## config.mk

```make
export PLATFORM = sky130hd
export DESIGN_NAME = engine_alu_top
export DESIGN_NICKNAME = d
export VERILOG_FILES = /design/src/source/pkg_engine_alu.sv /design/src/source/engine_alu_top.sv /design/src/source/engine_alu_result_stage.sv /design/src/source/engine_alu_ops_kernel.sv /design/src/source/engine_alu_operand_stage.sv /design/src/source/engine_alu_csr.sv
export VERILOG_INCLUDE_DIRS = /design/src /design/src/include
export SDC_FILE = /design/constraint.sdc
export NUM_CORES = 2
export LEC_CHECK = 0
export BUFFER_PORTS_ARGS = -buffer_cell sky130_fd_sc_hd__buf_2
export CAP_MARGIN = 20
export CORE_MARGIN = 2
export CORE_UTILIZATION = 50
export DETAILED_ROUTE_END_ITERATION = 16
export PLACE_DENSITY = 0.68
export RECOVER_POWER = 50
export SYNTH_ARGS = -nofsm -noshare
export SYNTH_HDL_FRONTEND = slang
export SYNTH_SLANG_ARGS = --single-unit
```

## constraint.sdc

```tcl
create_clock -name ap_clk -period 9.6 [get_ports ap_clk]
set_input_delay 0.96 -clock ap_clk [delete_from_list [all_inputs] [get_ports ap_clk]]
set_output_delay 0.96 -clock ap_clk [all_outputs]
set_load 0.02 [all_outputs]
```

## src/include/engine_alu_cfg.svh

```systemverilog
`ifndef ENGINE_ALU_CFG_SVH
`define ENGINE_ALU_CFG_SVH

// packet geometry
// fields per memory packet
`define ENGINE_ALU_NUM_FIELDS 4

// bits per field, also the APB data width
`define ENGINE_ALU_DATA_W 32

// operation code width
`define ENGINE_ALU_OP_W 6

// APB address width
// covers 0x0, 0x4, 0x8 and the 0xC error slot
`define ENGINE_ALU_APB_ADDR_W 4

`endif
```

## src/source/pkg_engine_alu.sv

```systemverilog
`default_nettype none

`include "engine_alu_cfg.svh"

package pkg_engine_alu;

  // operation codes, 6 and above are undefined and give zero
  typedef enum logic [`ENGINE_ALU_OP_W-1:0] {
    ALU_NOP = 6'd0,
    ALU_ADD = 6'd1,
    ALU_SUB = 6'd2,
    ALU_MUL = 6'd3,
    ALU_ACC = 6'd4,
    ALU_DIV = 6'd5
  } type_alu_operation;

  // one packet from memory, field 0 in the low bits
  typedef struct packed {
    logic [`ENGINE_ALU_NUM_FIELDS-1:0][`ENGINE_ALU_DATA_W-1:0] field;
  } memory_packet_data;

  // software setup, captured per packet
  typedef struct packed {
    type_alu_operation                operation;
    logic [`ENGINE_ALU_NUM_FIELDS-1:0] alu_mask;
    logic [`ENGINE_ALU_NUM_FIELDS-1:0] field_mask;
  } alu_config;

  // masked packet plus the setup it was accepted with
  typedef struct packed {
    memory_packet_data data;
    alu_config         cfg;
  } alu_request;

  // halves of the wide result, low half in the low bits
  typedef struct packed {
    logic [`ENGINE_ALU_DATA_W-1:0] hi;
    logic [`ENGINE_ALU_DATA_W-1:0] lo;
  } alu_result_halves;

  // kernel result, arithmetic view or output-field view
  typedef union packed {
    logic [2*`ENGINE_ALU_DATA_W-1:0] wide;
    alu_result_halves                half;
  } alu_result_word;

  // output packet, same layout as the input packet
  typedef struct packed {
    logic [`ENGINE_ALU_NUM_FIELDS-1:0][`ENGINE_ALU_DATA_W-1:0] field;
  } alu_response;

endpackage

`default_nettype wire

```

## src/source/engine_alu_top.sv

```systemverilog
`default_nettype none

`include "engine_alu_cfg.svh"

module engine_alu_top (
  input  logic                              ap_clk,
  input  logic                              areset,
  input  logic                              psel,
  input  logic                              penable,
  input  logic                              pwrite,
  input  logic [`ENGINE_ALU_APB_ADDR_W-1:0] paddr,
  input  logic [`ENGINE_ALU_DATA_W-1:0]     pwdata,
  output logic [`ENGINE_ALU_DATA_W-1:0]     prdata,
  output logic                              pready,
  output logic                              pslverr,
  input  logic                              in_valid,
  output logic                              in_ready,
  input  pkg_engine_alu::memory_packet_data in_data,
  output logic                              out_valid,
  input  logic                              out_ready,
  output pkg_engine_alu::alu_response       out_data
);

  import pkg_engine_alu::*;

  alu_config      cfg;
  alu_request     req;
  alu_result_word res;
  logic           clear;
  logic           delivered;
  logic           advance;
  logic           req_valid;
  logic           res_valid;

  // output handshake, counted by the CSR block
  assign delivered = out_valid & out_ready;

  // accept only when the pipe moves
  assign in_ready = advance;

  engine_alu_csr csr_inst (
    .ap_clk    (ap_clk),
    .areset    (areset),
    .psel      (psel),
    .penable   (penable),
    .pwrite    (pwrite),
    .paddr     (paddr),
    .pwdata    (pwdata),
    .prdata    (prdata),
    .pready    (pready),
    .pslverr   (pslverr),
    .delivered (delivered),
    .cfg       (cfg),
    .clear     (clear)
  );

  engine_alu_operand_stage operand_stage_inst (
    .ap_clk    (ap_clk),
    .areset    (areset),
    .advance   (advance),
    .in_valid  (in_valid),
    .in_data   (in_data),
    .cfg       (cfg),
    .req_valid (req_valid),
    .req       (req)
  );

  engine_alu_ops_kernel ops_kernel_inst (
    .ap_clk    (ap_clk),
    .areset    (areset),
    .clear     (clear),
    .advance   (advance),
    .req_valid (req_valid),
    .req       (req),
    .res_valid (res_valid),
    .res       (res)
  );

  engine_alu_result_stage result_stage_inst (
    .ap_clk    (ap_clk),
    .areset    (areset),
    .res_valid (res_valid),
    .res       (res),
    .out_ready (out_ready),
    .advance   (advance),
    .out_valid (out_valid),
    .out_data  (out_data)
  );

endmodule

`default_nettype wire

```

## src/source/engine_alu_result_stage.sv

```systemverilog
`default_nettype none

`include "engine_alu_cfg.svh"

module engine_alu_result_stage (
  input  logic                           ap_clk,
  input  logic                           areset,
  input  logic                           res_valid,
  input  pkg_engine_alu::alu_result_word res,
  input  logic                           out_ready,
  output logic                           advance,
  output logic                           out_valid,
  output pkg_engine_alu::alu_response    out_data
);

  logic load;

  // output register empty or being taken
  // one signal stalls the whole pipe
  assign advance = ~out_valid | out_ready;

  // new result enters the output register
  assign load = advance & res_valid;

  // output valid
  // holds high while out_ready is low
  always_ff @(posedge ap_clk or posedge areset) begin
    if (areset) begin
      out_valid <= 1'b0;
    end else if (advance) begin
      out_valid <= res_valid;
    end
  end

  // output fields
  // low half to field 0, high half to field 1
  always_ff @(posedge ap_clk) begin
    if (load) begin
      out_data.field[0] <= res.half.lo;
      out_data.field[1] <= res.half.hi;
      // upper fields carry nothing
      for (int i = 2; i < `ENGINE_ALU_NUM_FIELDS; i++) begin
        out_data.field[i] <= '0;
      end
    end
  end

endmodule

`default_nettype wire

```

## src/source/engine_alu_ops_kernel.sv

```systemverilog
`default_nettype none

`include "engine_alu_cfg.svh"

module engine_alu_ops_kernel (
  input  logic                           ap_clk,
  input  logic                           areset,
  input  logic                           clear,
  input  logic                           advance,
  input  logic                           req_valid,
  input  pkg_engine_alu::alu_request     req,
  output logic                           res_valid,
  output pkg_engine_alu::alu_result_word res
);

  import pkg_engine_alu::*;

  localparam int WIDE_W = 2 * `ENGINE_ALU_DATA_W;

  logic [WIDE_W-1:0] field0;
  logic [WIDE_W-1:0] field1;
  logic [WIDE_W-1:0] masked_sum;
  logic [WIDE_W-1:0] acc_base;
  logic [WIDE_W-1:0] next_result;
  logic              take;

  // a new request enters the kernel
  assign take = advance & req_valid;

  // operands widened to 64 bits
  assign field0 = WIDE_W'(req.data.field[0]);
  assign field1 = WIDE_W'(req.data.field[1]);

  // sum of fields 1 to 3 under alu_mask
  // bit 0 of the mask has no effect
  always_comb begin
    masked_sum = '0;
    for (int i = 1; i < `ENGINE_ALU_NUM_FIELDS; i++) begin
      if (req.cfg.alu_mask[i]) begin
        masked_sum = masked_sum + WIDE_W'(req.data.field[i]);
      end
    end
  end

  // previous result or zero when a clear lands on the same edge
  assign acc_base = clear ? '0 : res.wide;

  // ALU
  always_comb begin
    case (req.cfg.operation)
      ALU_NOP: next_result = field0;
      ALU_ADD: next_result = field0 + masked_sum;
      // wraps modulo 2^64
      ALU_SUB: next_result = field0 - masked_sum;
      // full 32x32 product
      ALU_MUL: next_result = field0 * field1;
      // previous result plus the masked fields
      ALU_ACC: next_result = acc_base + masked_sum;
      // no divider so DIV gives zero like undefined codes
      ALU_DIV: next_result = '0;
      default: next_result = '0;
    endcase
  end

  // stage valid
  always_ff @(posedge ap_clk or posedge areset) begin
    if (areset) begin
      res_valid <= 1'b0;
    end else if (advance) begin
      res_valid <= req_valid;
    end
  end

  // result register doubles as the accumulator
  // only valid requests or a clear change it
  // clear is meant for an idle pipeline
  // a held result is zeroed too
  always_ff @(posedge ap_clk or posedge areset) begin
    if (areset) begin
      res.wide <= '0;
    end else if (take) begin
      res.wide <= next_result;
    end else if (clear) begin
      res.wide <= '0;
    end
  end

endmodule

`default_nettype wire

```

## src/source/engine_alu_operand_stage.sv

```systemverilog
`default_nettype none

`include "engine_alu_cfg.svh"

module engine_alu_operand_stage (
  input  logic                              ap_clk,
  input  logic                              areset,
  input  logic                              advance,
  input  logic                              in_valid,
  input  pkg_engine_alu::memory_packet_data in_data,
  input  pkg_engine_alu::alu_config         cfg,
  output logic                              req_valid,
  output pkg_engine_alu::alu_request        req
);

  import pkg_engine_alu::*;

  memory_packet_data masked;
  logic              accept;

  // in_ready is advance, so this is the handshake
  assign accept = in_valid & advance;

  // zero the fields software masked out
  always_comb begin
    masked = '0;
    for (int i = 0; i < `ENGINE_ALU_NUM_FIELDS; i++) begin
      if (cfg.field_mask[i]) begin
        masked.field[i] = in_data.field[i];
      end
    end
  end

  // stage valid
  // bubbles move forward whenever the pipe advances
  always_ff @(posedge ap_clk or posedge areset) begin
    if (areset) begin
      req_valid <= 1'b0;
    end else if (advance) begin
      req_valid <= in_valid;
    end
  end

  // payload
  // config sampled here, later writes do not reach this packet
  always_ff @(posedge ap_clk) begin
    if (accept) begin
      req.data <= masked;
      req.cfg  <= cfg;
    end
  end

endmodule

`default_nettype wire

```

## src/source/engine_alu_csr.sv

```systemverilog
`default_nettype none

`include "engine_alu_cfg.svh"

module engine_alu_csr (
  input  logic                              ap_clk,
  input  logic                              areset,
  input  logic                              psel,
  input  logic                              penable,
  input  logic                              pwrite,
  input  logic [`ENGINE_ALU_APB_ADDR_W-1:0] paddr,
  input  logic [`ENGINE_ALU_DATA_W-1:0]     pwdata,
  output logic [`ENGINE_ALU_DATA_W-1:0]     prdata,
  output logic                              pready,
  output logic                              pslverr,
  input  logic                              delivered,
  output pkg_engine_alu::alu_config         cfg,
  output logic                              clear
);

  import pkg_engine_alu::*;

  // register map
  localparam logic [`ENGINE_ALU_APB_ADDR_W-1:0] ADDR_CTRL  = 'h0;
  localparam logic [`ENGINE_ALU_APB_ADDR_W-1:0] ADDR_CMD   = 'h4;
  localparam logic [`ENGINE_ALU_APB_ADDR_W-1:0] ADDR_COUNT = 'h8;

  // control word bit positions
  localparam int ALU_MASK_LSB   = 8;
  localparam int FIELD_MASK_LSB = 16;

  logic                          access;
  logic                          addr_ok;
  logic                          wr_ok;
  logic [`ENGINE_ALU_DATA_W-1:0] result_count;

  // access phase, no wait states
  assign access = psel & penable;
  assign pready = 1'b1;

  assign addr_ok = (paddr == ADDR_CTRL) | (paddr == ADDR_CMD) | (paddr == ADDR_COUNT);

  // counter is read only
  assign wr_ok   = access & pwrite & addr_ok & (paddr != ADDR_COUNT);
  assign pslverr = access & (~addr_ok | (pwrite & (paddr == ADDR_COUNT)));

  // control register
  always_ff @(posedge ap_clk or posedge areset) begin
    if (areset) begin
      cfg <= '0;
    end else if (wr_ok && paddr == ADDR_CTRL) begin
      cfg.operation  <= type_alu_operation'(pwdata[`ENGINE_ALU_OP_W-1:0]);
      cfg.alu_mask   <= pwdata[ALU_MASK_LSB +: `ENGINE_ALU_NUM_FIELDS];
      cfg.field_mask <= pwdata[FIELD_MASK_LSB +: `ENGINE_ALU_NUM_FIELDS];
    end
  end

  // clear pulse, one cycle after the command write
  always_ff @(posedge ap_clk or posedge areset) begin
    if (areset) begin
      clear <= 1'b0;
    end else begin
      clear <= wr_ok & (paddr == ADDR_CMD) & pwdata[0];
    end
  end

  // delivered results, wraps at 2^32
  always_ff @(posedge ap_clk or posedge areset) begin
    if (areset) begin
      result_count <= '0;
    end else if (delivered) begin
      result_count <= result_count + 1'b1;
    end
  end

  // read mux
  always_comb begin
    prdata = '0;
    case (paddr)
      ADDR_CTRL: begin
        prdata[`ENGINE_ALU_OP_W-1:0]                        = cfg.operation;
        prdata[ALU_MASK_LSB +: `ENGINE_ALU_NUM_FIELDS]   = cfg.alu_mask;
        prdata[FIELD_MASK_LSB +: `ENGINE_ALU_NUM_FIELDS] = cfg.field_mask;
      end
      // command reads back as zero
      ADDR_COUNT: prdata = result_count;
      default:    prdata = '0;
    endcase
  end

endmodule

`default_nettype wire

```

==> impl_results.md <==
- Slew HR: -111%
- Mux share of post-synthesis cell area: 1.27%
- Largest family of logic cells by synthesized area: adder cells
- Vias in the first global route: 43.6k
- Post-synthesis cell count: 5973
- Failing checks: max-capacitance violations, max-slew violations
- Post-DRT Antenna Nets: 0
- Area taken by multi-input logic gates: 0.0409 mm2
- Max incr delay on CP: 1090 ps
- CP most frequent cell: fa_1
- Crit path time final: 9190 ps
- Max cap viols: 4
- Clk slew on worst S/H paths: 60 ps
- Setup TNS: 0 ps
- Total grt overflow: 0
- Ys async rst share: 36.2%
- Sequential area share after synthesis: 16.2%
- Synth Area in Simple Gates: 16.9%
- Unique masters post-synth: 102
- Min-delay worst type: reg2reg
- CTS sink count: 315
- Post-DP HPWL: 134000 um
- Unrepaired setup endpoints after global routing: false
- Synthesis-to-layout area growth: 7.59%
- Die W: 335 um
- CP arrival: 9650 ps
- Residual DRC: 0
- Core box area: 0.109 mm2
- Post-Route WL: 167000 um
- Initial antenna violation count: 4
- Vias: 43.2k
- Post-synth EDFFs: 201
- Slew of the pin with the lowest slew margin: 3140 ps
- Port Buf Inserts: 251
- Post-synthesis adder-cell area fraction: 41.8%
- Top delay family on crit path: adder cells
- Register Area: 0.00889 mm2
- Slowest cell on crit path: edfxtp_1
- First-pass GRT wire length: 258000 um
- Kind of end point of the critical path: flip-flop
- Starting Density: 50.5%
- Setup violators final: 0
- Synthesized flop and latch total: 315
- Num ports: 335
- Final GP Congestion: 0.990
- Cell Chain, Critical Path: nand2_1, fa_1, fa_1, fa_1, fa_1, inv_1, fa_1, fa_1, fa_1, fa_1, ha_1, nand4_1, nor3_1, nand4_1, a2111oi_0, a211o_1, o2111ai_1, a21o_1, a31oi_1, o22ai_1, xnor2_1, a221o_1
- Clock skew: 19.7 ps
- Clock Latency Late Sink: 580 ps
- Max-slew violation count: 189
- Synth Area in XOR/XNOR: 3.49%
- FILL cells: 9855
- CP Data Required Time: 10050 ps
- DRT iter0 DRCs: 3852
- Routed WL per cell: 22.1 um
- YS warnings: 0
- WP buf/inv: 1
- Critical-path maximum fanout: 17
- Vias per std cell: 5.72
- Final Hold Viols: 0
- Mean Syn Cell Area: 9.19 um2
- Fmax: 109 MHz
- Total Routing Usage GR: 30.1%
- Synth Area in Compound Gates: 10.6%
- Worst-case clock buffer depth: 3
- Share of post-route cells with drive strength above 1: 8.89%
- Startpoint types: flip-flop
- # rows: 121
- Final nets: 7562
- Htree depth: 2
- Die Y: 335 um
- CTS Buf Count: 39
- DRT Pass-1 Iters: 7
- Die area: 0.113 mm2
- Outcome: finished with violations
- Pin count of the biggest net entering global routing: 72
- Post-synth top flop: edfxtp_1
- Post-CTS sizing: 0
- Tcrit/Tclk final: 95.8%
- Netlist Area Pre-Place: 0.0549 mm2
- Critical path class: reg2reg
- CTS Root Cell: clkbuf_16
- CTS tree: built
==> placed cells by master (no fill, tap or decap), types with 20 or more instances in the layout <==
master,n
xor2_1,83
a211oi_1,26
nand4_1,37
nor2_1,122
and2_1,542
inv_1,975
and2_0,102
a22o_1,26
o21bai_1,23
dfrtp_1,114
nand2b_1,25
o211ai_1,20
a21oi_1,190
and3_1,27
mux2_2,39
buf_4,138
o21a_1,29
clkbuf_16,41
xnor2_1,136
a31oi_1,38
o21ai_0,170
nor3_1,33
fa_1,900
nor2b_1,24
edfxtp_1,201
nand2_1,816
o22ai_1,35
a21o_1,108
nand3_1,74
conb_1,65
buf_2,245
ha_1,390
mux2i_1,23
==> path summary, 6_finish.rpt <==
kind,start,end,slack [ps],depth (start not counted)
max,operand_stage_inst.req[32],ops_kernel_inst.res[62],410,22
min,ops_kernel_inst.res[1],result_stage_inst.out_data[1],460,0
max reg2reg,operand_stage_inst.req[32],ops_kernel_inst.res[62],410,22
min reg2reg,ops_kernel_inst.res[1],result_stage_inst.out_data[1],460,0
max in group asynchronous,areset,csr_inst.result_count[27],4630,3
min in group asynchronous,areset,ops_kernel_inst.res[59],1250,2
==> cells in the mapped netlist (108+ instances only) <==
cell        n  share of area [%]
a21o_1    108                1.5
a21oi_1   190                1.7
and2_1    644                7.3
clkbuf_1  281                1.9
dfrtp_1   114                5.2
edfxtp_1  201                 11
fa_1      900                 33
ha_1      390                8.9
inv_1     976                6.7
nand2_1   816                5.6
nor2_1    124               0.85
o21ai_0   170                1.5
xnor2_1   136                2.2
==> registers in the layout (all words and copies together) (netlist names) <==
register                      count
csr_inst.cfg                     14
csr_inst.clear                    1
csr_inst.result_count            32
operand_stage_inst.req          137
operand_stage_inst.req_valid      1
ops_kernel_inst.res              64
ops_kernel_inst.res_valid         1
result_stage_inst.out_data       64
result_stage_inst.out_valid       1
==> per-stage QoR <==
| step | instances | hold WS, ps | utilization, % | area, um2 | worst slack, ps |
|---|---|---|---|---|---|
| floorplan | 6036 | 425 | - | 55200 | 1940 |
| global placement | 7467 | 446 | 53.0 | 57700 | 551 |
| detailed placement | 7467 | 445 | 53.0 | 57700 | 374 |
| CTS | 7539 | 465 | 54.2 | 58900 | 323 |
| global route | 7546 | 481 | 54.3 | 59100 | 18.6 |
| finish | 7548 | 460 | 54.3 | 59100 | 405 |
==> cells by family after synthesis <==
family,Yosys count
compound gates,861
xor+xnor,219
fa+ha+maj,1293
buf+inv,1354
flops,315
mux,64
other cells,2
simple gates,1865
==> repair_timing <==
item	CTS	global route
endpoints found under the setup margin	0	3
hold buffers	0	0
buffers inserted	0	1
endpoints found under the hold margin	0	0
==> per-layer routing <==
metal | part of all wire, % | track usage [%] | vias up
li1 | - | - | 19148
met1 | 42 | 42.5 | 21842
met2 | 44 | 46.4 | 1915
met3 | 9.3 | 5.39 | 272
met4 | 4.4 | 11.4 | 4
met5 | 0.016 | 0 | -
==> cell type report <==
| cell class | instances | share of cell area (%) |
|---|---|---|
| Multi-Input combinational cell | 4367 | 69.3 |
| Clock buffer | 50 | 1.81 |
| Clock inverter | 22 | 0.371 |
| Antenna cell | 2 | 0.00847 |
| Sequential cell | 315 | 15.0 |
| Inverter | 977 | 6.21 |
| Timing Repair Buffer | 401 | 4.25 |
| Tap cell | 1414 | 2.99 |
Power is not shown: default switching activity piles up to over one toggle a cycle in this logic, so the estimate is an artifact.
